===== src/hdl/soc_io_params.svh =====
`ifndef SOC_IO_PARAMS_SVH
`define SOC_IO_PARAMS_SVH

// ------------------------------------------------------------
// address map
// ------------------------------------------------------------

`define SCR_REGION    16'h0010     // upper 16 bits, scratch memory
`define REG_PAGE_LT   24'hFD0FFF   // upper 24 bits, led and timer page
`define REG_PAGE_RNG  24'hFD0FFD   // upper 24 bits, random page

// ------------------------------------------------------------
// random number generator
// ------------------------------------------------------------

`define RNG_SEED      32'h2545F491 // must never be zero
// right-shift galois form of x^32 + x^22 + x^2 + x + 1
`define RNG_TAPS      32'h80200003

// ------------------------------------------------------------
// timer, in node_clk cycles
// ------------------------------------------------------------

`define TICK_PERIOD   100
`define TICK_ON       30           // irq rises here
`define TICK_OFF      40           // and falls here

`endif


===== src/hdl/soc_bus_pkg.sv =====
package soc_bus_pkg;

	// data word and byte lane enables of the node bus
	typedef logic [31:0] bus_word_t;
	typedef logic [3:0]  bus_sel_t;

	// memory style view
	// 64k regions, the scratch memory sits in one of them
	typedef struct packed {
		logic [15:0] hi;   // region number
		logic [15:0] ofs;  // byte offset inside the region
	} bus_region_t;

	// register block view
	// 256 byte pages of device registers
	typedef struct packed {
		logic [23:0] hi;   // page number
		logic [7:0]  ofs;  // register offset
	} bus_page_t;

	// one address word, decoded either way
	typedef union packed {
		bus_region_t region;
		bus_page_t   page;
	} bus_addr_u;

endpackage


===== src/hdl/soc_map_pkg.sv =====
package soc_map_pkg;

	// device hit by an address
	typedef enum logic [1:0] {
		dev_scratch,
		dev_lt,
		dev_rng,
		dev_none        // unmapped, answered with a bus error
	} dev_id_e;

	// one-hot chip selects, registered with the request
	typedef struct packed {
		logic scratch;
		logic lt;
		logic rng;
	} dev_sel_t;

	// device reply, dat is zero unless ack is set
	typedef struct packed {
		logic                   ack;
		soc_bus_pkg::bus_word_t dat;
	} dev_resp_t;

endpackage


===== src/hdl/io_bus_if.sv =====
`timescale 1ns/1ps

// decoded request from the decoder to the io devices
interface io_bus_if;

	logic                   stb;     // one cycle per access
	logic                   we;
	soc_bus_pkg::bus_sel_t  sel;
	soc_bus_pkg::bus_addr_u adr;
	soc_bus_pkg::bus_word_t dat;     // write data
	soc_map_pkg::dev_sel_t  dev_sel;

	modport decoder (
		output stb, we, sel, adr, dat, dev_sel
	);

	modport device (
		input stb, we, sel, adr, dat, dev_sel
	);

endinterface


===== src/hdl/lfsr_rng.sv =====
`timescale 1ns/1ps
`include "soc_io_params.svh"

module lfsr_rng (
	input  logic                   node_clk,
	input  logic                   rst,
	io_bus_if.device               bus,
	output soc_map_pkg::dev_resp_t resp_o
);

	soc_bus_pkg::bus_word_t state;
	soc_bus_pkg::bus_word_t next_state;
	logic                   hit;

	assign hit = bus.stb & bus.dev_sel.rng;

	// galois step, taps folded in when a one drops out
	always_comb begin
		next_state = {1'b0, state[31:1]};
		if (state[0])
			next_state = next_state ^ `RNG_TAPS;
	end

	always_ff @(posedge node_clk) begin
		if (rst)
			state <= `RNG_SEED;
		else if (hit) begin
			if (bus.we)
				state <= (bus.dat == '0) ? `RNG_SEED : bus.dat;  // zero would lock up
			else
				state <= next_state;   // every read consumes one value
		end
	end

	// returns the value before the step
	always_comb begin
		resp_o.ack = hit;
		resp_o.dat = (hit & ~bus.we) ? state : '0;
	end

endmodule


===== src/flat_wrapper.sv =====
// flat-port wrapper written by rule: the top's interface ports become plain ports
module lfsr_rng_flat 
  (node_clk, rst, resp_o, bus_stb, bus_we, bus_sel, bus_adr, bus_dat, bus_dev_sel);
  io_bus_if bus_i ();
  input  logic node_clk;
  input  logic rst;
  output soc_map_pkg::dev_resp_t resp_o;
  input wire logic [$bits(bus_i.stb)-1:0] bus_stb;
  input wire logic [$bits(bus_i.we)-1:0] bus_we;
  input wire logic [$bits(bus_i.sel)-1:0] bus_sel;
  input wire logic [$bits(bus_i.adr)-1:0] bus_adr;
  input wire logic [$bits(bus_i.dat)-1:0] bus_dat;
  input wire logic [$bits(bus_i.dev_sel)-1:0] bus_dev_sel;
  assign bus_i.stb = bus_stb;
  assign bus_i.we = bus_we;
  assign bus_i.sel = bus_sel;
  assign bus_i.adr = bus_adr;
  assign bus_i.dat = bus_dat;
  assign bus_i.dev_sel = bus_dev_sel;
  lfsr_rng u_core (.node_clk(node_clk), .rst(rst), .bus(bus_i), .resp_o(resp_o));
endmodule

===== config.mk =====
export PLATFORM = sky130hd
export DESIGN_NAME = lfsr_rng_flat
export DESIGN_NICKNAME = d
export VERILOG_FILES = /design/src/hdl/soc_bus_pkg.sv /design/src/hdl/soc_map_pkg.sv /design/src/hdl/io_bus_if.sv /design/src/hdl/lfsr_rng.sv /design/src/flat_wrapper.sv
export VERILOG_INCLUDE_DIRS = /design/src /design/src/hdl
export SDC_FILE = /design/constraint.sdc
export NUM_CORES = 1
export LEC_CHECK = 0
export ABC_AREA = 1
export BUFFER_PORTS_ARGS = -buffer_cell sky130_fd_sc_hd__clkbuf_2
export CAP_MARGIN = 20
export CORE_UTILIZATION = 47
export CTS_BUF_LIST = sky130_fd_sc_hd__clkbuf_8 sky130_fd_sc_hd__clkbuf_16
export CTS_CLUSTER_DIAMETER = 100
export DETAILED_ROUTE_END_ITERATION = 12
export HOLD_SLACK_MARGIN = 0.12
export PLACE_DENSITY_LB_ADDON = 0.05
export SETUP_SLACK_MARGIN = 0.4
export SLEW_MARGIN = 20
export SYNTH_ARGS = -nofsm -noshare
export SYNTH_HDL_FRONTEND = slang
export SYNTH_SLANG_ARGS = --single-unit

===== constraint.sdc =====
create_clock -name node_clk -period 3.5 [get_ports node_clk]
set_clock_uncertainty 0.1 [all_clocks]
set_input_delay 0.7 -clock node_clk [delete_from_list [all_inputs] [get_ports node_clk]]
set_output_delay 0.7 -clock node_clk [all_outputs]
set_load 0.02 [all_outputs]

* After elaboration in Yosys (flattened, before gate mapping) *
Index checks and enable logic that the tools add are counted.

word-level totals
  bits of input ports = 75
  register bits after elaboration = 32
  output and inout port bits = 33
  word-level logic and storage cells = 10

operators by class
  mux-type cells = 4
  bitwise operators = 4
  reductions and logical operators = 1

operator list
  cell                 count
  2-to-1 mux 32 bit    4
  zero test 32 bit     1
  inverter 3 -> 4 bit  1
  AND 1 bit            2
  inverter 1 bit       1

* Logic depth before layout (Yosys ltp) *
  depth in word-level cells = 3
  gate-level depth with buffers = 8
  depth with buffers taken out = 7

* Least setup slack after synthesis *
OpenSTA, ideal clock, no wires.

  kind = in2out
  from = input port bus_stb
  to = output port resp_o[10] (netlist bit)
  cell stages on the path = 7
  data required time = 2700 ps
  path buffers = 3
  arrival = 1656 ps
  setup slack = 1044 ps
  path through = nand2_2 nor2_4 inv_2 buf_6 buf_6 buf_6 nor2_1

RTL lines
  element          RTL line           source
  start, declared  flat_wrapper.sv:8  input wire logic [$bits(bus_i.stb)-1:0] bus_stb;
  end, declared    flat_wrapper.sv:7  output soc_map_pkg::dev_resp_t resp_o;

==> impl_results.html <==
<table>
<tr><th>Metric</th><th>Value</th></tr>
<tr><th colspan="2">Yosys</th></tr>
<tr><td>Synthesized Nets</td><td>roughly 360</td></tr>
<tr><td>Number of flip-flops and latches in the synthesized netlist</td><td>32</td></tr>
<tr><td>Synth Cell Area</td><td>~1800 µm²</td></tr>
<tr><td>Gate Count Post-Synth</td><td>about 290</td></tr>
<tr><td>Synthesis Warnings</td><td>0</td></tr>
<tr><td>Avg Synthesized Cell Area</td><td>6.326 µm²</td></tr>
<tr><td>Sequential element share of the synthesized area</td><td>35.41%</td></tr>
<tr><td>Distinct cells, synth</td><td>20</td></tr>
<tr><th colspan="2">Power and ir drop</th></tr>
<tr><td>Leakage</td><td>1.192 nW</td></tr>
<tr><td>Switching pwr</td><td>238.0 µW</td></tr>
<tr><td>Total power density per cell area</td><td>roughly 370 nW/µm²</td></tr>
<tr><td>Switching share of power</td><td>28.40%</td></tr>
<tr><td>Sequential share of power</td><td>47.5%</td></tr>
<tr><td>P_int</td><td>around 600 µW</td></tr>
<tr><td>Peak ir drop on the vdd network</td><td>0.2226 mV</td></tr>
<tr><td>Share of power burned in combinational logic</td><td>17.7%</td></tr>
<tr><td>Clk pwr share</td><td>34.7%</td></tr>
<tr><th colspan="2">Cells and area</th></tr>
<tr><td>Largest registers</td><td>u_core.state (32)</td></tr>
<tr><td>Post-synthesis to final-layout area growth</td><td>24.20%</td></tr>
<tr><td>Most common cell after layout, fill and taps aside</td><td>sky130_fd_sc_hd__clkbuf_2</td></tr>
<tr><td>Net count, final</td><td>426</td></tr>
<tr><td>Antenna diode count</td><td>0</td></tr>
<tr><td>Share of post-route cells with drive strength above 1</td><td>25.28%</td></tr>
<tr><td>Leading cell types in the layout, fill and taps excluded</td><td>69 x sky130_fd_sc_hd__clkbuf_2, 63 x sky130_fd_sc_hd__nor2_1, 58 x sky130_fd_sc_hd__nand2_1</td></tr>
<tr><td>Max FFs per register</td><td>32</td></tr>
<tr><td>Register name with the most flops</td><td>u_core.state</td></tr>
<tr><th colspan="2">Timing</th></tr>
<tr><td>Shortest period the worst path allows</td><td>2623 ps</td></tr>
<tr><td>Measured slew at the worst slew-check pin</td><td>695.4 ps</td></tr>
<tr><td>Max-slew violation count</td><td>0</td></tr>
<tr><td>Max_slew headroom</td><td>~54%</td></tr>
<tr><td>Setup Viol. Count Final</td><td>0</td></tr>
<tr><td>Part of the cycle the worst path needs</td><td>approximately 75%</td></tr>
<tr><td>Setup_tns</td><td>0 ps</td></tr>
<tr><td>Unrepaired setup endpoints after global routing</td><td>no</td></tr>
<tr><td>Number of failing hold endpoints at the final stage</td><td>0</td></tr>
<tr><td>F_max</td><td>0.3812 GHz</td></tr>
<tr><td>Final worst slack</td><td>876.9 ps</td></tr>
<tr><th colspan="2">Setup path</th></tr>
<tr><td>Critical Path AT</td><td>1820 ps</td></tr>
<tr><td>Slowest Stage Delay on Critical Path</td><td>slightly below 300 ps</td></tr>
<tr><td>Cell with the largest stage delay on the worst path</td><td>sky130_fd_sc_hd__inv_2</td></tr>
<tr><td>Critical Path Fanout Max</td><td>36</td></tr>
<tr><td>CP endpoint kind</td><td>primary output</td></tr>
<tr><td>Type of origin of the critical path</td><td>input pin</td></tr>
<tr><td>Most common cell on crit path</td><td>sky130_fd_sc_hd__clkbuf_2</td></tr>
<tr><td>Req. time, crit path</td><td>about 2700 ps</td></tr>
<tr><td>Worst setup path category</td><td>input pin to primary output</td></tr>
<tr><td>Worst-path cell chain</td><td>clkbuf_2 &gt; nor2_4 &gt; inv_2 &gt; nor2_1 &gt; clkbuf_2</td></tr>
<tr><th colspan="2">Clock tree</th></tr>
<tr><td>Maximum clock insertion buffer count</td><td>2</td></tr>
<tr><td>Clock Tree Root</td><td>sky130_fd_sc_hd__clkbuf_8</td></tr>
<tr><td>CTS clock-pin slew for the worst setup and hold paths</td><td>60 ps</td></tr>
<tr><td>Later-pin clock latency in the skew report</td><td>approximately 290 ps</td></tr>
<tr><td>TritonCTS buffer count</td><td>5</td></tr>
<tr><td>Resized Gates After CTS</td><td>0</td></tr>
<tr><td>CTS tree</td><td>done</td></tr>
<tr><td>CTS H-tree depth</td><td>2</td></tr>
<tr><td>Setup bufs post-CTS</td><td>0</td></tr>
<tr><td>Number of buffers added to fix hold violations after cts</td><td>0</td></tr>
<tr><td>Number of sinks handled by clock tree synthesis</td><td>32</td></tr>
<tr><th colspan="2">Die</th></tr>
<tr><td>Core outline area</td><td>3689 µm²</td></tr>
<tr><td>Horizontal die dimension</td><td>about 64 µm</td></tr>
<tr><td>Initial core utilization</td><td>49.05%</td></tr>
<tr><td>Number of top-level pins</td><td>108</td></tr>
<tr><td>Cell Rows</td><td>22</td></tr>
<tr><td>Area of the die</td><td>around 4100 µm²</td></tr>
<tr><td>Height of the die</td><td>around 64 µm</td></tr>
<tr><th colspan="2">Outcome</th></tr>
<tr><td>Outcome</td><td>finished clean</td></tr>
<tr><th colspan="2">Place</th></tr>
<tr><td>Worst slack at placement</td><td>a little under 900 ps</td></tr>
<tr><td>Count of buffers from port buffering</td><td>69</td></tr>
<tr><td>HPWL after detailed placement</td><td>around 3200 µm</td></tr>
<tr><td>Final estimated routing congestion in global placement</td><td>0.7757</td></tr>
<tr><th colspan="2">GRT</th></tr>
<tr><td>Leftover overflow at the end of global routing</td><td>0</td></tr>
<tr><td>Overall track demand over capacity in global routing</td><td>around a quarter</td></tr>
<tr><td>First-pass GRT wire length</td><td>7928 µm</td></tr>
<tr><td>Number of global-route vias before repair</td><td>roughly 1.8k</td></tr>
<tr><td>Number of antenna violations at the first check in global routing</td><td>0</td></tr>
<tr><td>Maximum number of pins on one net before global-route repair</td><td>37</td></tr>
<tr><th colspan="2">Drt</th></tr>
<tr><td>Met2 wire length</td><td>2127 µm</td></tr>
<tr><td>Top layer reached by signal wires</td><td>met4</td></tr>
<tr><td>Met3 Routed Length</td><td>233 µm</td></tr>
<tr><td>Post-route ant nets</td><td>0</td></tr>
<tr><td>Number of optimization iterations in the first detailed-route pass</td><td>4</td></tr>
<tr><td>Detailed-route vias per instance</td><td>4.835</td></tr>
<tr><td>Total wire length</td><td>4668 µm</td></tr>
<tr><td>Wire length per cell</td><td>11.67 µm</td></tr>
<tr><td>Vias post-DR</td><td>1934</td></tr>
<tr><td>Initial DRC count</td><td>90</td></tr>
<tr><td>DRC violations left</td><td>0</td></tr>
<tr><td>Post-route met1 wirelength</td><td>2215 µm</td></tr>
<tr><th colspan="2">Run</th></tr>
<tr><td>Max-Cap Viols</td><td>0</td></tr>
<tr><th colspan="2">Worst hold path</th></tr>
<tr><td>Worst min path class</td><td>flip-flop to flip-flop</td></tr>
</table>
## through the flow
step	utilization (%)	hold WS [ps]	power, mW	instances	instance area, µm²
2_1_floorplan	-	345.8	0.5036	286	1809
3_3_place_gp	58.48	359.0	0.5533	392	2157
3_5_place_dp	58.48	359.0	0.5546	392	2157
4_1_cts	60.92	377.9	0.8405	400	2247
5_1_grt	60.92	404.4	0.8805	400	2247
6_report	60.92	377.1	0.8380	400	2247
## kinds of logic after synthesis
logic type / Yosys count / share of synthesized area, %
AO/OA/AOI/OAI: 60 / 21.30
XOR/XNOR: 1 / 0.4842
flip-flops: 32 / 35.41
AND/OR/NAND/NOR: 126 / 26.83
buffers and inverters: 67 / 15.97
## cell type report
cell class                      count  area (µm²)
Clock inverter                      2       7.507
Sequential cell                    32       640.6
Fill cell                         381        1441
Timing Repair Buffer               74       382.9
Multi-Input combinational cell    187       882.1
Clock buffer                        6       82.58
Inverter                           51       191.4
Tap cell                           48       60.06
## synthesized netlist by cell type
| cell | number | area (µm²) |
|---|---|---|
| sky130_fd_sc_hd__nand2_2 | 1 | 6.260 |
| sky130_fd_sc_hd__a211oi_1 | 13 | 97.59 |
| sky130_fd_sc_hd__o22ai_2 | 5 | 62.56 |
| sky130_fd_sc_hd__a21oi_1 | 13 | 65.06 |
| sky130_fd_sc_hd__o22ai_1 | 3 | 18.77 |
| sky130_fd_sc_hd__o211ai_1 | 2 | 15.01 |
| sky130_fd_sc_hd__buf_4 | 3 | 22.52 |
| sky130_fd_sc_hd__nand2_1 | 58 | 217.7 |
| sky130_fd_sc_hd__inv_1 | 50 | 187.7 |
| sky130_fd_sc_hd__clkbuf_1 | 7 | 26.28 |
| sky130_fd_sc_hd__nor2_1 | 64 | 240.2 |
| sky130_fd_sc_hd__o21ai_0 | 19 | 95.09 |
| sky130_fd_sc_hd__inv_2 | 1 | 3.750 |
| sky130_fd_sc_hd__xnor2_1 | 1 | 8.760 |
| sky130_fd_sc_hd__nand3_1 | 2 | 10.01 |
| sky130_fd_sc_hd__buf_2 | 3 | 15.01 |
| sky130_fd_sc_hd__a31oi_1 | 5 | 31.28 |
| sky130_fd_sc_hd__nor2_4 | 1 | 11.26 |
| sky130_fd_sc_hd__dfxtp_1 | 32 | 640.6 |
| sky130_fd_sc_hd__buf_6 | 3 | 33.78 |
## path summary, 6_finish.rpt
path / from / to / slack [ps] / cells past startpoint
worst max-delay path: bus_we / resp_o[5] / 880 / 5
worst min-delay path: u_core.state[18]$_SDFFE_PP1N_ / u_core.state[18]$_SDFFE_PP1N_ / 380 / 2
worst max register to register: u_core.state[0]$_SDFFE_PP1N_ / u_core.state[1]$_SDFFE_PP0N_ / 2400 / 6
worst min register to register: u_core.state[18]$_SDFFE_PP1N_ / u_core.state[18]$_SDFFE_PP1N_ / 380 / 2
## layer usage
metal / up-vias / global-route usage, %
met4: 0 / 10.80
met3: 9 / 4.464
met1: 842 / 30.63
met5: - / 0
li1: 1024 / -
met2: 59 / 42.15
## critical path, delay by kind of cell
| kind | cells | cell delay (ps) |
|---|---|---|
| buffers and inverters | 3 | 640 |
| AND/OR/NAND/NOR | 2 | 470 |
## power groups by stage
stage / clock [mW] / combinational [mW] / sequential [mW]
after floorplan: 0 / 0.0997 / 0.404
after global placement: 0 / 0.148 / 0.406
after detailed placement: 0 / 0.148 / 0.406
after CTS: 0.293 / 0.149 / 0.398
after global routing: 0.311 / 0.168 / 0.401
final: 0.291 / 0.149 / 0.398
(Power assumes the default switching activity.)
