**config.mk**
```make
export PLATFORM = sky130hd
export DESIGN_NAME = led_timer_regs_flat
export DESIGN_NICKNAME = d
export VERILOG_FILES = /design/src/hdl/soc_bus_pkg.sv /design/src/hdl/soc_map_pkg.sv /design/src/hdl/io_bus_if.sv /design/src/hdl/led_timer_regs.sv /design/src/flat_wrapper.sv
export VERILOG_INCLUDE_DIRS = /design/src /design/src/hdl
export SDC_FILE = /design/constraint.sdc
export NUM_CORES = 1
export LEC_CHECK = 0
export BUFFER_PORTS_ARGS = -buffer_cell sky130_fd_sc_hd__buf_2
export CAP_MARGIN = 20
export CORE_MARGIN = 1
export CORE_UTILIZATION = 42
export CTS_CLUSTER_DIAMETER = 150
export CTS_CLUSTER_SIZE = 40
export DETAILED_ROUTE_END_ITERATION = 10
export HOLD_SLACK_MARGIN = 0.15
export PLACE_DENSITY_LB_ADDON = 0.05
export SLEW_MARGIN = 20
export SYNTH_ARGS = -nofsm -noshare
export SYNTH_HDL_FRONTEND = slang
export SYNTH_SLANG_ARGS = --single-unit
```
**constraint.sdc**
```tcl
create_clock -name node_clk -period 2.29 [get_ports node_clk]
set_input_delay 0.3435 -clock node_clk [delete_from_list [all_inputs] [get_ports node_clk]]
set_output_delay 0.3435 -clock node_clk [all_outputs]
set_load 0.01 [all_outputs]
```
**src/hdl/soc_io_params.svh**
```systemverilog
`ifndef SOC_IO_PARAMS_SVH
`define SOC_IO_PARAMS_SVH

// ------------------------------------------------------------
// address map
// ------------------------------------------------------------

`define SCR_REGION    16'h0010     // upper 16 bits, scratch memory
`define REG_PAGE_LT   24'hFD0FFF   // upper 24 bits, led and timer page
`define REG_PAGE_RNG  24'hFD0FFD   // upper 24 bits, random page

// ------------------------------------------------------------
// random number generator
// ------------------------------------------------------------

`define RNG_SEED      32'h2545F491 // must never be zero
// right-shift galois form of x^32 + x^22 + x^2 + x + 1
`define RNG_TAPS      32'h80200003

// ------------------------------------------------------------
// timer, in node_clk cycles
// ------------------------------------------------------------

`define TICK_PERIOD   100
`define TICK_ON       30           // irq rises here
`define TICK_OFF      40           // and falls here

`endif

```
**src/hdl/soc_bus_pkg.sv**
```systemverilog
package soc_bus_pkg;

	// data word and byte lane enables of the node bus
	typedef logic [31:0] bus_word_t;
	typedef logic [3:0]  bus_sel_t;

	// memory style view
	// 64k regions, the scratch memory sits in one of them
	typedef struct packed {
		logic [15:0] hi;   // region number
		logic [15:0] ofs;  // byte offset inside the region
	} bus_region_t;

	// register block view
	// 256 byte pages of device registers
	typedef struct packed {
		logic [23:0] hi;   // page number
		logic [7:0]  ofs;  // register offset
	} bus_page_t;

	// one address word, decoded either way
	typedef union packed {
		bus_region_t region;
		bus_page_t   page;
	} bus_addr_u;

endpackage

```
**src/hdl/soc_map_pkg.sv**
```systemverilog
package soc_map_pkg;

	// device hit by an address
	typedef enum logic [1:0] {
		dev_scratch,
		dev_lt,
		dev_rng,
		dev_none        // unmapped, answered with a bus error
	} dev_id_e;

	// one-hot chip selects, registered with the request
	typedef struct packed {
		logic scratch;
		logic lt;
		logic rng;
	} dev_sel_t;

	// device reply, dat is zero unless ack is set
	typedef struct packed {
		logic                   ack;
		soc_bus_pkg::bus_word_t dat;
	} dev_resp_t;

endpackage

```
**src/hdl/io_bus_if.sv**
```systemverilog
`timescale 1ns/1ps

// decoded request from the decoder to the io devices
interface io_bus_if;

	logic                   stb;     // one cycle per access
	logic                   we;
	soc_bus_pkg::bus_sel_t  sel;
	soc_bus_pkg::bus_addr_u adr;
	soc_bus_pkg::bus_word_t dat;     // write data
	soc_map_pkg::dev_sel_t  dev_sel;

	modport decoder (
		output stb, we, sel, adr, dat, dev_sel
	);

	modport device (
		input stb, we, sel, adr, dat, dev_sel
	);

endinterface

```
**src/hdl/led_timer_regs.sv**
```systemverilog
`timescale 1ns/1ps
`include "soc_io_params.svh"

module led_timer_regs (
	input  logic                   node_clk,
	input  logic                   rst,
	io_bus_if.device               bus,
	output soc_map_pkg::dev_resp_t resp_o,
	output logic [7:0]             led_o,
	output logic                   tick_irq_o
);

	localparam logic [7:0] ofs_led  = 8'h00;
	localparam logic [7:0] ofs_tick = 8'h04;   // read only

	logic [7:0]             led_q;
	logic [6:0]             cyc_cnt;   // runs 1 to TICK_PERIOD
	logic                   irq_q;
	logic [15:0]            tick_cnt;
	logic                   hit;
	soc_bus_pkg::bus_word_t rd_data;

	assign hit = bus.stb & bus.dev_sel.lt;

	always_ff @(posedge node_clk) begin
		if (rst)
			led_q <= '0;
		else if (hit & bus.we & bus.sel[0] & (bus.adr.page.ofs == ofs_led))
			led_q <= bus.dat[7:0];
	end

	// ------------------------------------------------------------
	// periodic interrupt
	// ------------------------------------------------------------

	always_ff @(posedge node_clk) begin
		if (rst) begin
			cyc_cnt  <= 7'd1;
			irq_q    <= 1'b0;
			tick_cnt <= '0;
		end else begin
			cyc_cnt <= (cyc_cnt == `TICK_PERIOD) ? 7'd1 : cyc_cnt + 7'd1;
			if (cyc_cnt == `TICK_ON) begin
				irq_q    <= 1'b1;
				tick_cnt <= tick_cnt + 16'd1;   // counts rising edges
			end else if (cyc_cnt == `TICK_OFF)
				irq_q <= 1'b0;
		end
	end

	always_comb begin
		case (bus.adr.page.ofs)
			ofs_led:  rd_data = {24'd0, led_q};
			ofs_tick: rd_data = {16'd0, tick_cnt};
			default:  rd_data = '0;
		endcase
		resp_o.ack = hit;
		resp_o.dat = (hit & ~bus.we) ? rd_data : '0;
	end

	assign led_o      = led_q;
	assign tick_irq_o = irq_q;

endmodule

```
**src/flat_wrapper.sv**
```systemverilog
// flat-port wrapper written by rule: the top's interface ports become plain ports
module led_timer_regs_flat 
  (node_clk, rst, resp_o, led_o, tick_irq_o, bus_stb, bus_we, bus_sel, bus_adr, bus_dat, bus_dev_sel);
  io_bus_if bus_i ();
  input  logic node_clk;
  input  logic rst;
  output soc_map_pkg::dev_resp_t resp_o;
  output logic [7:0] led_o;
  output logic tick_irq_o;
  input wire logic [$bits(bus_i.stb)-1:0] bus_stb;
  input wire logic [$bits(bus_i.we)-1:0] bus_we;
  input wire logic [$bits(bus_i.sel)-1:0] bus_sel;
  input wire logic [$bits(bus_i.adr)-1:0] bus_adr;
  input wire logic [$bits(bus_i.dat)-1:0] bus_dat;
  input wire logic [$bits(bus_i.dev_sel)-1:0] bus_dev_sel;
  assign bus_i.stb = bus_stb;
  assign bus_i.we = bus_we;
  assign bus_i.sel = bus_sel;
  assign bus_i.adr = bus_adr;
  assign bus_i.dat = bus_dat;
  assign bus_i.dev_sel = bus_dev_sel;
  led_timer_regs u_core (.node_clk(node_clk), .rst(rst), .bus(bus_i), .resp_o(resp_o), .led_o(led_o), .tick_irq_o(tick_irq_o));
endmodule
```
[Word level (Yosys, flattened, before mapping)]
Cells that the tools add are included.
Word-level totals
  bits in registers: 32
  latch bits: 0
  bits in writable memories: 0
  memory bits (read-only): 0
  bits of input ports: 75
  output and inout bits: 42
  memories: 0
Operators by class
  $add $sub $neg: 2
  multipliers: 0
  divide/modulo/power cells: 0
  magnitude comparators: 0
  equality and inequality tests: 4
  shifts and indexed selects: 0
  multiplexer cells: 4
  bitwise logic cells: 6
  reductions and logical operators: 3
Operators by type and width (count)
  16-bit one-hot mux with 2 select lines: 1
  16-bit by 1-bit adder with 16-bit output, second input constant: 1
  16-bit 2-to-1 mux: 1
  8-bit by 3-bit == test with 1-bit output, second input constant: 1
  8-bit logical NOT: 1
  7-bit by 1-bit adder with 7-bit output, second input constant: 1
  7-bit by 5-bit == test with 1-bit output, second input constant: 1
  7-bit by 6-bit == test with 1-bit output, second input constant: 1
  7-bit == test, second input constant: 1
  1-bit AND: 5
  1-bit 2-to-1 mux: 2
  2-bit nonzero test: 1
  2-bit OR reduction: 1
  1-bit NOT: 1

[Depth between registers and ports, before layout]
Gate-level depths: netlist of the first run.
  depth after elaboration: 4
  depth in mapped cells: 7

[Worst setup path before layout of the first run]
No wires, ideal clock.
  path type: input port to output port
  from: input port bus_adr[5]
  to: output port resp_o[0] in the netlist's numbering
  arrival time: 1.741 ns
  required time: 1.947 ns
  path slack: 0.206 ns
  stages on the path: 4
  buffers on the path: 0
  cells stage by stage: or4_4 -> nor3_1 -> a22oi_1 -> nor2_1
RTL lines
  start, declared: line flat_wrapper.sv:13  | input wire logic [$bits(bus_i.adr)-1:0] bus_adr;
  end, declared: line flat_wrapper.sv:7  | output soc_map_pkg::dev_resp_t resp_o;

==> run_results.csv, run 1 <==
group,metric,value,unit
clocking,cts_buffer_depth,2,
timing,hold-worst-slack,0.292,ns
critical_path,critPathBufInv,2,
drt,first_pass_iters,4,
layout,drive_above_1_share,25.2,%
floorplanning,dieArea,4410,sq um
power,ir_drop,0.000339,V
clocking,cts-buffers-inserted,5,
critical_path,cp.depth,6,
critical_path,cp.arrival,1.75,ns
layout,final-seq-area,641,sq um
floorplanning,fp.dieW,66.4,um
critical_path,ff2ff_path_depth,6,
clocking,ctsHoldBuffers,0,
power,p_leak,0.872,nW
critical_path,cp_data_required_time,1.95,ns
critical_path,startpoint_type,"primary input",
clocking,path_clk_slew,0.07,ns
global_routing,globalRouteOverflowTotal,0,
layout,n_fill_cell,415,
floorplanning,core_area,4000,sq um
clocking,clockRootBuffer,"clkbuf_8",
placement,place.gp.congestion,0.730,
yosys,synth.yosys.seq_area_share,36.8,%
global_routing,grt_pass1_vias,1296,
yosys,ys_ff_latch,32,
yosys,synth_flop_cell,"dfxtp_1",
timing,setup_violations,0,
yosys,async_reset_ff_share,0,%
drt,detail_route.wl_per_cell,11.0,um
critical_path,path_class,"primary input to primary output",
layout,diodes,0,
worst_hold_path,hold_path_class,"primary input to flop",
layout,syn_to_final_growth,19.2,%
layout,final_nets,336,
critical_path,reg2reg_to,"u_core.tick_cnt[15]",
floorplanning,rows,23,
critical_path,critical_path.top_delay_family,"simple AND/OR/NAND/NOR gates",
worst_hold_path,hold_path_depth,3,
timing,maxSlewViolCount,0,
clocking,cts_max_level,2,
power,pwr_density_cell,524,nW/um^2
yosys,syn-cell-area,1740,sq um
critical_path,end_kind,"primary output",
floorplanning,initial_core_util,43.6,%
yosys,syn_inst,206,
critical_path,r2r_setup_slack,0.36,ns
drt,drc,0,
placement,io_buffers,47,
timing,hold_viol,0,
power,p_total,1.09,mW
placement,dpl.hpwl,2470,um
flow_run,drv_cap,0,
drt,via_per_inst,4.97,
global_routing,grt_pass1_wl,5830,um
clocking,cts_setup_buffers,0,
critical_path,regToRegStartpoint,"u_core.cyc_cnt[0]",
timing,fin_crit,2.09,ns
floorplanning,die_h,66.4,um
clocking,cts_tree,"yes",
clocking,cts_resized,0,
critical_path,critPathSlowestCell,"or4_4",
critical_path,crit_path_frequent_cell,"buf_2",
drt,dr_total_vias,1531,
timing,fin_skew,0.00659,ns
critical_path,crit_chain,"buf_2 > or4_4 > nor3_2 > and2b_1 > and2_1 > buf_2",
yosys,synth_area_per_cell,8.46,sq um
yosys,synth_edf_count,0,
timing,rsz0062_at_grt,"no",
drt,routed_wl,3400,um
clocking,clk_latency,0.28,ns
layout,multi_input_area,978,sq um
global_routing,track_usage,17.8,%
yosys,yosysWarnings,0,
critical_path,cp_slowest_stage_delay,0.56,ns
global_routing,antenna_found_initial,0,
floorplanning,num_io_pins,117,
timing,post-route-period-util,91.3,%
clocking,cts.sink_count,32,
drt,drtAntennaViolNets,0,
yosys,synth.distinct_cells,36,
drt,drt_iter0_drc,80,
timing,clock.fmax,478,MHz
critical_path,startpoint,"bus_adr[5]",
global_routing,grt_max_degree,28,
critical_path,cp_max_fo,8,
critical_path,endpoint,"resp_o[8]",
status,status,"completed",
timing,fin_tns_setup,0,ns
## placed cells by master, fill, tap and decap left out, drive strengths merged, types with 2 or more instances in the layout
cell type	netlist	layout
a22oi	8	8
and2	10	10
nand4	4	4
a21oi	11	11
mux2i	8	8
clkinv	0	2
and3	3	3
nor2	30	30
nand2b	2	2
or2	2	2
dfxtp	32	32
xor2	2	2
o21ai	4	4
nor3	4	4
o31ai	7	7
buf	17	52
xnor2	8	8
nor4	2	2
inv	8	8
clkbuf	6	6
conb	1	16
nand2	7	7
ha	4	4
nand3	7	7
or4	9	9
or3	3	3
## Yosys cell counts (2+ instances only)
cell type | number | area share, %
a21oi_1 | 11 | 3.2
a22oi_1 | 8 | 3.4
and2_1 | 10 | 3.6
and3_1 | 3 | 1.1
buf_4 | 17 | 7.3
clkbuf_1 | 6 | 1.3
dfxtp_1 | 32 | 37
ha_1 | 4 | 2.9
inv_1 | 8 | 1.7
mux2i_1 | 8 | 4.6
nand2_1 | 7 | 1.5
nand2b_1 | 2 | 0.72
nand3_1 | 7 | 2.0
nand4_1 | 4 | 1.4
nor2_1 | 30 | 6.5
nor3_1 | 3 | 0.86
o21ai_0 | 4 | 1.1
o31ai_1 | 7 | 3.0
or3_1 | 3 | 1.1
or4_1 | 8 | 3.4
xnor2_1 | 8 | 4.0
xor2_1 | 2 | 1.0
## where the power goes
part           leakage (nW)  total, mW  internal (mW)  switching, mW
sequential            0.258      0.572          0.563        0.00884
combinational         0.562     0.0695         0.0281         0.0414
clock                0.0510      0.446          0.239          0.207
total                 0.872       1.09          0.831          0.257
## kinds of logic (layout without fill, tap and decap cells)
kind of cell / Yosys count / count (layout) / synth area share (%)
XOR/XNOR: 10 / 10 / 5.03
flip-flops: 32 / 32 / 36.8
buffers and inverters: 31 / 68 / 10.3
AND/OR/NAND/NOR: 89 / 89 / 28.9
adder cells (fa/ha/maj): 4 / 4 / 2.87
other: 1 / 16 / 0.215
multiplexers: 8 / 8 / 4.59
AO/OA/AOI/OAI: 31 / 31 / 11.3
## registers in the layout, summed over array words and instances (netlist names)
name               flops
u_core.tick_irq_o      1
u_core.tick_cnt       16
u_core.cyc_cnt         7
u_core.led_o           8
## area by class of cell
class,instances,share of cell area (%)
multi-input combinational,158,47.1
clock inverter,2,0.482
tap,50,3.01
sequential,32,30.8
clock buffer,6,3.98
timing repair buffer,52,13.1
inverter,8,1.45
## routing by layer
metal  wire length [um]  track usage, %  up-vias  share of wire [%]
met5                  0               0        -                  0
met4                 72            10.4        0                2.1
met3                117            4.66        8                3.4
met2               1530            26.3       31                 45
met1               1680            22.9      697                 49
li1                   -               -      795                  -
## worst min path at each step
stage	startpoint	to	slack, ns
after CTS	bus_dat[7]	u_core.led_o[7]	0.29
after global routing	bus_dat[3]	u_core.led_o[3]	0.29
after detailed placement	u_core.tick_cnt[15]	u_core.tick_cnt[15]	0.47
after floorplan	u_core.tick_cnt[15]	u_core.tick_cnt[15]	0.45
final	bus_dat[1]	u_core.led_o[1]	0.29
after global placement	u_core.tick_cnt[15]	u_core.tick_cnt[15]	0.47
## worst reg2reg max path, stage by stage, from the launching register on
cell and delay [ns]:
dfxtp_1 0.33, inv_1 0.09, ha_1 0.17, and4bb_2 0.25, nand3_1 0.31, or4_1 0.57
a21oi_1 0.15
## stage by stage
stage / setup slack, ns / utilization [%] / cell area [sq um] / instances
3_3_place_gp: 0.210 / 49.6 / 1980 / 300
2_1_floorplan: 0.206 / - / 1800 / 221
4_1_cts: 0.162 / 51.9 / 2080 / 308
6_report: 0.200 / 51.9 / 2080 / 308
3_5_place_dp: 0.165 / 49.6 / 1980 / 300
5_1_grt: 0.0608 / 51.9 / 2080 / 308
Note: power is estimated with default switching activity, not from simulation.
==> run 2, diff against run 1 <==
--- a/config.mk
+++ b/config.mk
@@ -8,8 +8,10 @@
 export LEC_CHECK = 0
 export BUFFER_PORTS_ARGS = -buffer_cell sky130_fd_sc_hd__buf_2
 export CAP_MARGIN = 20
+export CELL_PAD_IN_SITES_DETAIL_PLACEMENT = 1
+export CELL_PAD_IN_SITES_GLOBAL_PLACEMENT = 2
 export CORE_MARGIN = 1
-export CORE_UTILIZATION = 42
+export CORE_UTILIZATION = 21
 export CTS_CLUSTER_DIAMETER = 150
 export CTS_CLUSTER_SIZE = 40
 export DETAILED_ROUTE_END_ITERATION = 10
==> constraint.sdc (replaced) <==
create_clock -name node_clk -period 2.1 [get_ports node_clk]
set_input_delay 0.315 -clock node_clk [delete_from_list [all_inputs] [get_ports node_clk]]
set_output_delay 0.315 -clock node_clk [all_outputs]
set_load 0.01 [all_outputs]
==> run 2 against run 1 <==
Against the previous run: register-to-register slack worse by 0.07 ns; design area up 9.9%; global-route usage down 6.0 points; clock power up 48%; critical endpoint is now resp_o[6]; first-iteration DRC count down 59%; highest routed layer unchanged; routed wire length up 38%; combinational power up 21%; non-clock buffer count up 6.
==> run_results.csv, run 2 (same netlist as run 1, synthesis figures left out) <==
group,metric,value,unit
timing,hold_viol,0,
layout,final_nets,342,
critical_path,critPathSlowestCell,"or4_4",
critical_path,cp_data_required_time,1.78,ns
drt,first_pass_iters,4,
flow_run,drv_cap,0,
clocking,cts_buffer_depth,2,
floorplanning,rows,32,
power,pwr_density_cell,599,nW/um^2
timing,clock.fmax,499,MHz
critical_path,reg2reg_to,"u_core.tick_cnt[15]",
clocking,clk_latency,0.28,ns
power,ir_drop,0.000225,V
timing,fin_crit,2.01,ns
timing,worst_pin_slew,0.589,ns
drt,drc,0,
critical_path,path_class,"primary input to primary output",
critical_path,cp_slowest_stage_delay,0.57,ns
global_routing,grt_pass1_wl,7960,um
floorplanning,dieArea,8670,sq um
placement,dp.cells,357,
clocking,cts.sink_count,32,
critical_path,cp.arrival,1.69,ns
drt,drtAntennaViolNets,0,
global_routing,grt_pass1_vias,1657,
critical_path,startpoint_type,"primary input",
timing,post-route-period-util,95.5,%
global_routing,antenna_found_initial,0,
floorplanning,num_io_pins,117,
layout,final_area,2280,sq um
critical_path,end_kind,"primary output",
layout,top_register,"u_core.tick_cnt",
timing,maxSlewViolCount,0,
clocking,ctsHoldBuffers,0,
worst_hold_path,min_to,"u_core.led_o[7]",
drt,via_per_inst,4.31,
placement,dpl_cell_area,2110,sq um
worst_hold_path,min_from,"bus_dat[7]",
layout,syn_to_final_growth,31.0,%
drt,detail_route.wl_per_cell,12.8,um
power,p_leak,0.936,nW
global_routing,track_usage,11.8,%
timing,fin_skew,0.00944,ns
drt,dr_total_vias,1579,
timing,rsz0062_at_grt,"yes",
timing,fin_tns_setup,0,ns
worst_hold_path,hold_path_class,"primary input to flop",
critical_path,r2r_setup_slack,0.29,ns
placement,io_buffers,47,
layout,diodes,0,
clocking,path_clk_slew,0.07,ns
power,p_total,1.37,mW
critical_path,regToRegStartpoint,"u_core.cyc_cnt[0]",
layout,drive_above_1_share,29.2,%
layout,layout_common_cells,"47 x buf_2, 32 x dfxtp_1, 28 x nor2_1",
critical_path,startpoint,"bus_adr[6]",
critical_path,crit_chain,"buf_2 > or4_4 > nor3_4 > buf_6 > a22oi_1 > nor2_1 > buf_2",
critical_path,ff2ff_path_depth,7,
clocking,cts_max_level,2,
floorplanning,die_h,93.1,um
layout,largest_reg_flops,16,
placement,place.gp.congestion,0.679,
floorplanning,initial_core_util,22.1,%
timing,hold-worst-slack,0.265,ns
critical_path,crit_path_frequent_cell,"buf_2",
layout,instances_no_fill,366,
timing,slew_headroom,60.8,%
clocking,cts_tree,"yes",
placement,dp_slack,0.0165,ns
layout,post-route-util,28.9,%
drt,routed_wl,4690,um
floorplanning,core_area,7890,sq um
clocking,cts-buffers-inserted,5,
critical_path,cp_max_fo,8,
global_routing,globalRouteOverflowTotal,0,
status,status,"completed",
placement,dpl.hpwl,3560,um
timing,fin_ws,0.0949,ns
clocking,clockRootBuffer,"clkbuf_8",
layout,final_common_cell,"buf_2",
timing,setup_violations,0,
drt,drt_iter0_drc,33,
worst_hold_path,hold_path_depth,3,
global_routing,grt_max_degree,28,
floorplanning,fp.dieW,93.1,um
[run 2: changes by cell type in the layout (fill, tap and decap cells not counted), moves of 2 or more]
cell / before / now
nor3_4: 0 / 2
buf_12: 0 / 2
a22oi_1: 8 / 6
a22oi_2: 0 / 2
clkinv_2: 2 / 0
buf_4: 5 / 8
nor2_1: 30 / 28
nor2_2: 0 / 2
[run 2: worst max-delay path by stage]
| stage | to | slack, ns | cells after the start |
|---|---|---|---|
| floorplan | resp_o[0] | 0.07 | 4 |
| global placement | resp_o[9] | 0.02 | 6 |
| detailed placement | resp_o[11] | 0.02 | 6 |
| CTS | resp_o[11] | 0.01 | 6 |
| global route | resp_o[6] | -0.005 | 7 |
| finish | resp_o[6] | 0.09 | 7 |
[run 2: power breakdown]
group	switching, mW	internal, mW
sequential	0.0101	0.614
clock	0.240	0.419
combinational	0.0520	0.0319
[run 2: metal layers]
metal | routed length (um) | track usage [%] | part of all wire [%] | up-vias
li1 | - | - | - | 804
met1 | 2230 | 14.6 | 47 | 739
met2 | 2270 | 20.4 | 48 | 32
met3 | 162 | 2.76 | 3.5 | 4
met4 | 32 | 3.08 | 0.68 | 0
met5 | 0 | 0 | 0 | -
[run 2: layout make-up]
type                       instances  area, sq um
fill                             962         5600
multi-input combinational        158         1010
sequential                        32          641
timing repair buffer              58          347
tap                              102          128
clock buffer                       7         96.3
clock inverter                     1         30.0
inverter                           8         30.0
[run 2: timing repair]
action,CTS,global route
gates resized for setup,0,9
setup buffers,0,1
endpoints found under the hold margin,0,0
endpoints found under the setup margin,0,14
[run 2: worst max-delay path, delay by kind of cell]
family                 cells  cell delay [ns]
buffers and inverters      3             0.39
AOI/OAI and AO/OA          1             0.09
and+or+nand+nor            3             0.89
==> run 3, diff against run 2 <==
--- a/config.mk
+++ b/config.mk
@@ -6,6 +6,7 @@
 export SDC_FILE = /design/constraint.sdc
 export NUM_CORES = 1
 export LEC_CHECK = 0
+export ABC_AREA = 1
 export BUFFER_PORTS_ARGS = -buffer_cell sky130_fd_sc_hd__buf_2
 export CAP_MARGIN = 20
 export CELL_PAD_IN_SITES_DETAIL_PLACEMENT = 1
@@ -15,8 +16,9 @@
 export CTS_CLUSTER_DIAMETER = 150
 export CTS_CLUSTER_SIZE = 40
 export DETAILED_ROUTE_END_ITERATION = 10
+export GPL_ROUTABILITY_DRIVEN = 1
 export HOLD_SLACK_MARGIN = 0.15
-export PLACE_DENSITY_LB_ADDON = 0.05
+export PLACE_DENSITY = 0.86
 export SLEW_MARGIN = 20
 export SYNTH_ARGS = -nofsm -noshare
 export SYNTH_HDL_FRONTEND = slang
==> run 3 against run 2 <==
Against the previous run: cell count up 24%; critical endpoint is now resp_o[5]; total power down 4.2%; non-clock buffer count down 6; sequential share of layout area down 0.99 points; sequential cell count unchanged; register-to-register slack better by 0.33 ns; design area up 3.7%; critical path depth unchanged.
==> run_results.csv, run 3 <==
group,metric,value,unit
placement,place.gp.congestion,0.753,
critical_path,end_kind,"primary output",
layout,n_fill_cell,1130,
critical_path,r2r_setup_slack,0.62,ns
yosys,synth.mux.area_fraction,0,%
timing,maxSlewViolCount,0,
floorplanning,rows,34,
critical_path,path_class,"primary input to primary output",
global_routing,antenna_found_initial,0,
clocking,cts_tree,"yes",
layout,top_register,"u_core.tick_cnt",
critical_path,cp_max_fo,17,
layout,diodes,0,
yosys,yosys-top-cells-area,"dfxtp_1 33%, nand2_1 12%, nor2_1 7.3%, nand3_1 7.1%, buf_4 6.5%",
yosys,syn_inst,295,
yosys,ys_ff_latch,32,
layout,largest_reg_flops,16,
global_routing,grt_pass1_wl,9050,um
flow_run,drv_cap,0,
global_routing,grt_pass1_vias,1997,
yosys,synthTopCellsByCount,"64 x nand2_1, 38 x nor2_1, 32 x dfxtp_1",
clocking,clockRootBuffer,"clkbuf_8",
clocking,path_clk_slew,0.07,ns
global_routing,globalRouteOverflowTotal,0,
clocking,cts_setup_buffers,0,
layout,final_common_cell,"nand2_1",
clocking,cts_buffer_depth,2,
layout,instances_no_fill,455,
yosys,yosysWarnings,0,
yosys,async_reset_ff_share,0,%
timing,setup_violations,0,
drt,drt_iter0_drc,51,
placement,dp.cells,447,
floorplanning,fp.dieW,98.7,um
layout,layout_common_cells,"64 x nand2_1, 47 x buf_2, 38 x nor2_1",
critical_path,endpoint,"resp_o[5]",
critical_path,regToRegStartpoint,"u_core.cyc_cnt[0]",
layout,final_nets,425,
timing,hold_viol,0,
timing,post-route-period-util,81.6,%
timing,fin_tns_setup,0,ns
drt,drc,0,
yosys,synth-adder-area-share,2.55,%
yosys,synth_flop_cell,"dfxtp_1",
clocking,cts_resized,0,
floorplanning,initial_core_util,22.1,%
yosys,syn-cell-area,1960,sq um
status,status,"completed",
yosys,synth_xor_area_share,0.446,%
drt,dr_total_vias,1935,
critical_path,startpoint_type,"primary input",
floorplanning,dieArea,9740,sq um
floorplanning,num_io_pins,117,
drt,first_pass_iters,4,
layout,syn_to_final_growth,20.5,%
placement,dpl.hpwl,4250,um
timing,clock.fmax,584,MHz
yosys,synth_top_family_by_area,"simple AND/OR/NAND/NOR gates",
critical_path,ff2ff_path_depth,9,
yosys,synth_edf_count,0,
yosys,synth.yosys.seq_area_share,32.6,%
drt,detail_route.wl_per_cell,11.7,um
yosys,synth_most_common_cell,"nand2_1",
clocking,ctsHoldBuffers,0,
timing,fin_crit,1.71,ns
floorplanning,core_area,8890,sq um
worst_hold_path,hold_path_class,"primary input to flop",
critical_path,cp.arrival,1.40,ns
drt,drtAntennaViolNets,0,
critical_path,reg2reg_to,"u_core.tick_cnt[10]",
global_routing,track_usage,11.7,%
critical_path,cp_data_required_time,1.78,ns
yosys,synth_largest_area_cell,"dfxtp_1",
global_routing,grt_max_degree,18,
yosys,synth.top_cell.area_share,32.6,%
timing,rsz0062_at_grt,"no",
power,pwr_density_cell,553,nW/um^2
clocking,cts-buffers-inserted,5,
drt,routed_wl,5330,um
timing,fin_skew,0.00490,ns
floorplanning,die_h,98.7,um
yosys,synth_compound_area_share,8.28,%
clocking,cts.sink_count,32,
yosys,synth_area_per_cell,6.66,sq um
layout,drive_above_1_share,22.2,%
yosys,synthSimpleGateAreaFrac,40.6,%
clocking,cts_max_level,2,
drt,via_per_inst,4.25,
critical_path,startpoint,"bus_adr[7]",
placement,io_buffers,47,
clocking,clk_latency,0.29,ns
yosys,synth.distinct_cells,32,
power,ir_drop,0.000236,V
power,p_leak,0.993,nW
==> run 3: cell count changes after synthesis, moves of 10 or more <==
cell | previous run | this run
a21oi_1 | 11 | 24
and2_1 | 10 | 0
nand2_1 | 7 | 64
nand3_1 | 7 | 28
inv_1 | 8 | 30
==> run 3: final cells by class <==
type | count | area, sq um | area share, %
clock buffers | 6 | 72.6 | 3.07
clock inverters | 2 | 35.0 | 1.48
inverters | 35 | 133 | 5.60
multi-input cells | 220 | 1080 | 45.6
flip-flops and latches | 32 | 641 | 27.1
well taps | 108 | 135 | 5.71
repair buffers | 52 | 273 | 11.5
==> run 3: stage by stage <==
step | total power [mW] | utilization, % | hold slack [ns] | instance area (sq um) | setup slack [ns]
2_1_floorplan | 0.717 | - | 0.393 | 2020 | 0.592
3_3_place_gp | 0.730 | 25.4 | 0.432 | 2260 | 0.382
3_5_place_dp | 0.734 | 25.4 | 0.439 | 2260 | 0.360
4_1_cts | 1.34 | 26.6 | 0.292 | 2370 | 0.353
5_1_grt | 1.37 | 26.6 | 0.311 | 2370 | 0.218
6_report | 1.31 | 26.6 | 0.303 | 2370 | 0.387
==> run 3: layer usage <==
| layer | vias to the layer above | share of wire (%) | track usage (%) |
|---|---|---|---|
| met5 | - | 0 | 0 |
| met4 | 0 | 0.73 | 4.13 |
| met3 | 2 | 4.4 | 2.98 |
| met2 | 54 | 49 | 21.1 |
| met1 | 863 | 46 | 13.5 |
| li1 | 1016 | - | - |
==> run 3: how the worst min path moves through the flow <==
stage                      start                 end  slack (ns)  cells past startpoint
6_report              bus_dat[7]     u_core.led_o[7]        0.30                      3
5_1_grt               bus_dat[5]     u_core.led_o[5]        0.31                      3
3_5_place_dp   u_core.cyc_cnt[0]   u_core.cyc_cnt[0]        0.44                      1
3_3_place_gp   u_core.cyc_cnt[0]   u_core.cyc_cnt[0]        0.43                      1
2_1_floorplan                rst  u_core.tick_cnt[2]        0.39                      1
4_1_cts               bus_dat[7]     u_core.led_o[7]        0.29                      3
==> run 3: worst max-delay path, cell delays in order <==
cell	delay, ns
buf_2	0.09
nor2_1	0.09
nand3_1	0.14
nor2_4	0.33
nand2_1	0.08
a21oi_1	0.19
buf_2	0.16
==> run 3: cell families (layout without fill, tap and decap cells) <==
| group | count (synthesis) | count (layout) |
|---|---|---|
| other | 1 | 16 |
| AOI/OAI and AO/OA | 32 | 32 |
| xor gates and xnor gates | 1 | 1 |
| buffers and inverters | 58 | 95 |
| adders and majority gates | 4 | 4 |
| DFF | 32 | 32 |
| and+or+nand+nor | 167 | 167 |
==> run 3: where the power goes <==
part           total, mW  internal, mW  switching (mW)  leakage [nW]
clock              0.592         0.352           0.240        0.0552
combinational     0.0948        0.0357          0.0592         0.680
sequential         0.623         0.614         0.00916         0.258
total               1.31          1.00           0.308         0.993
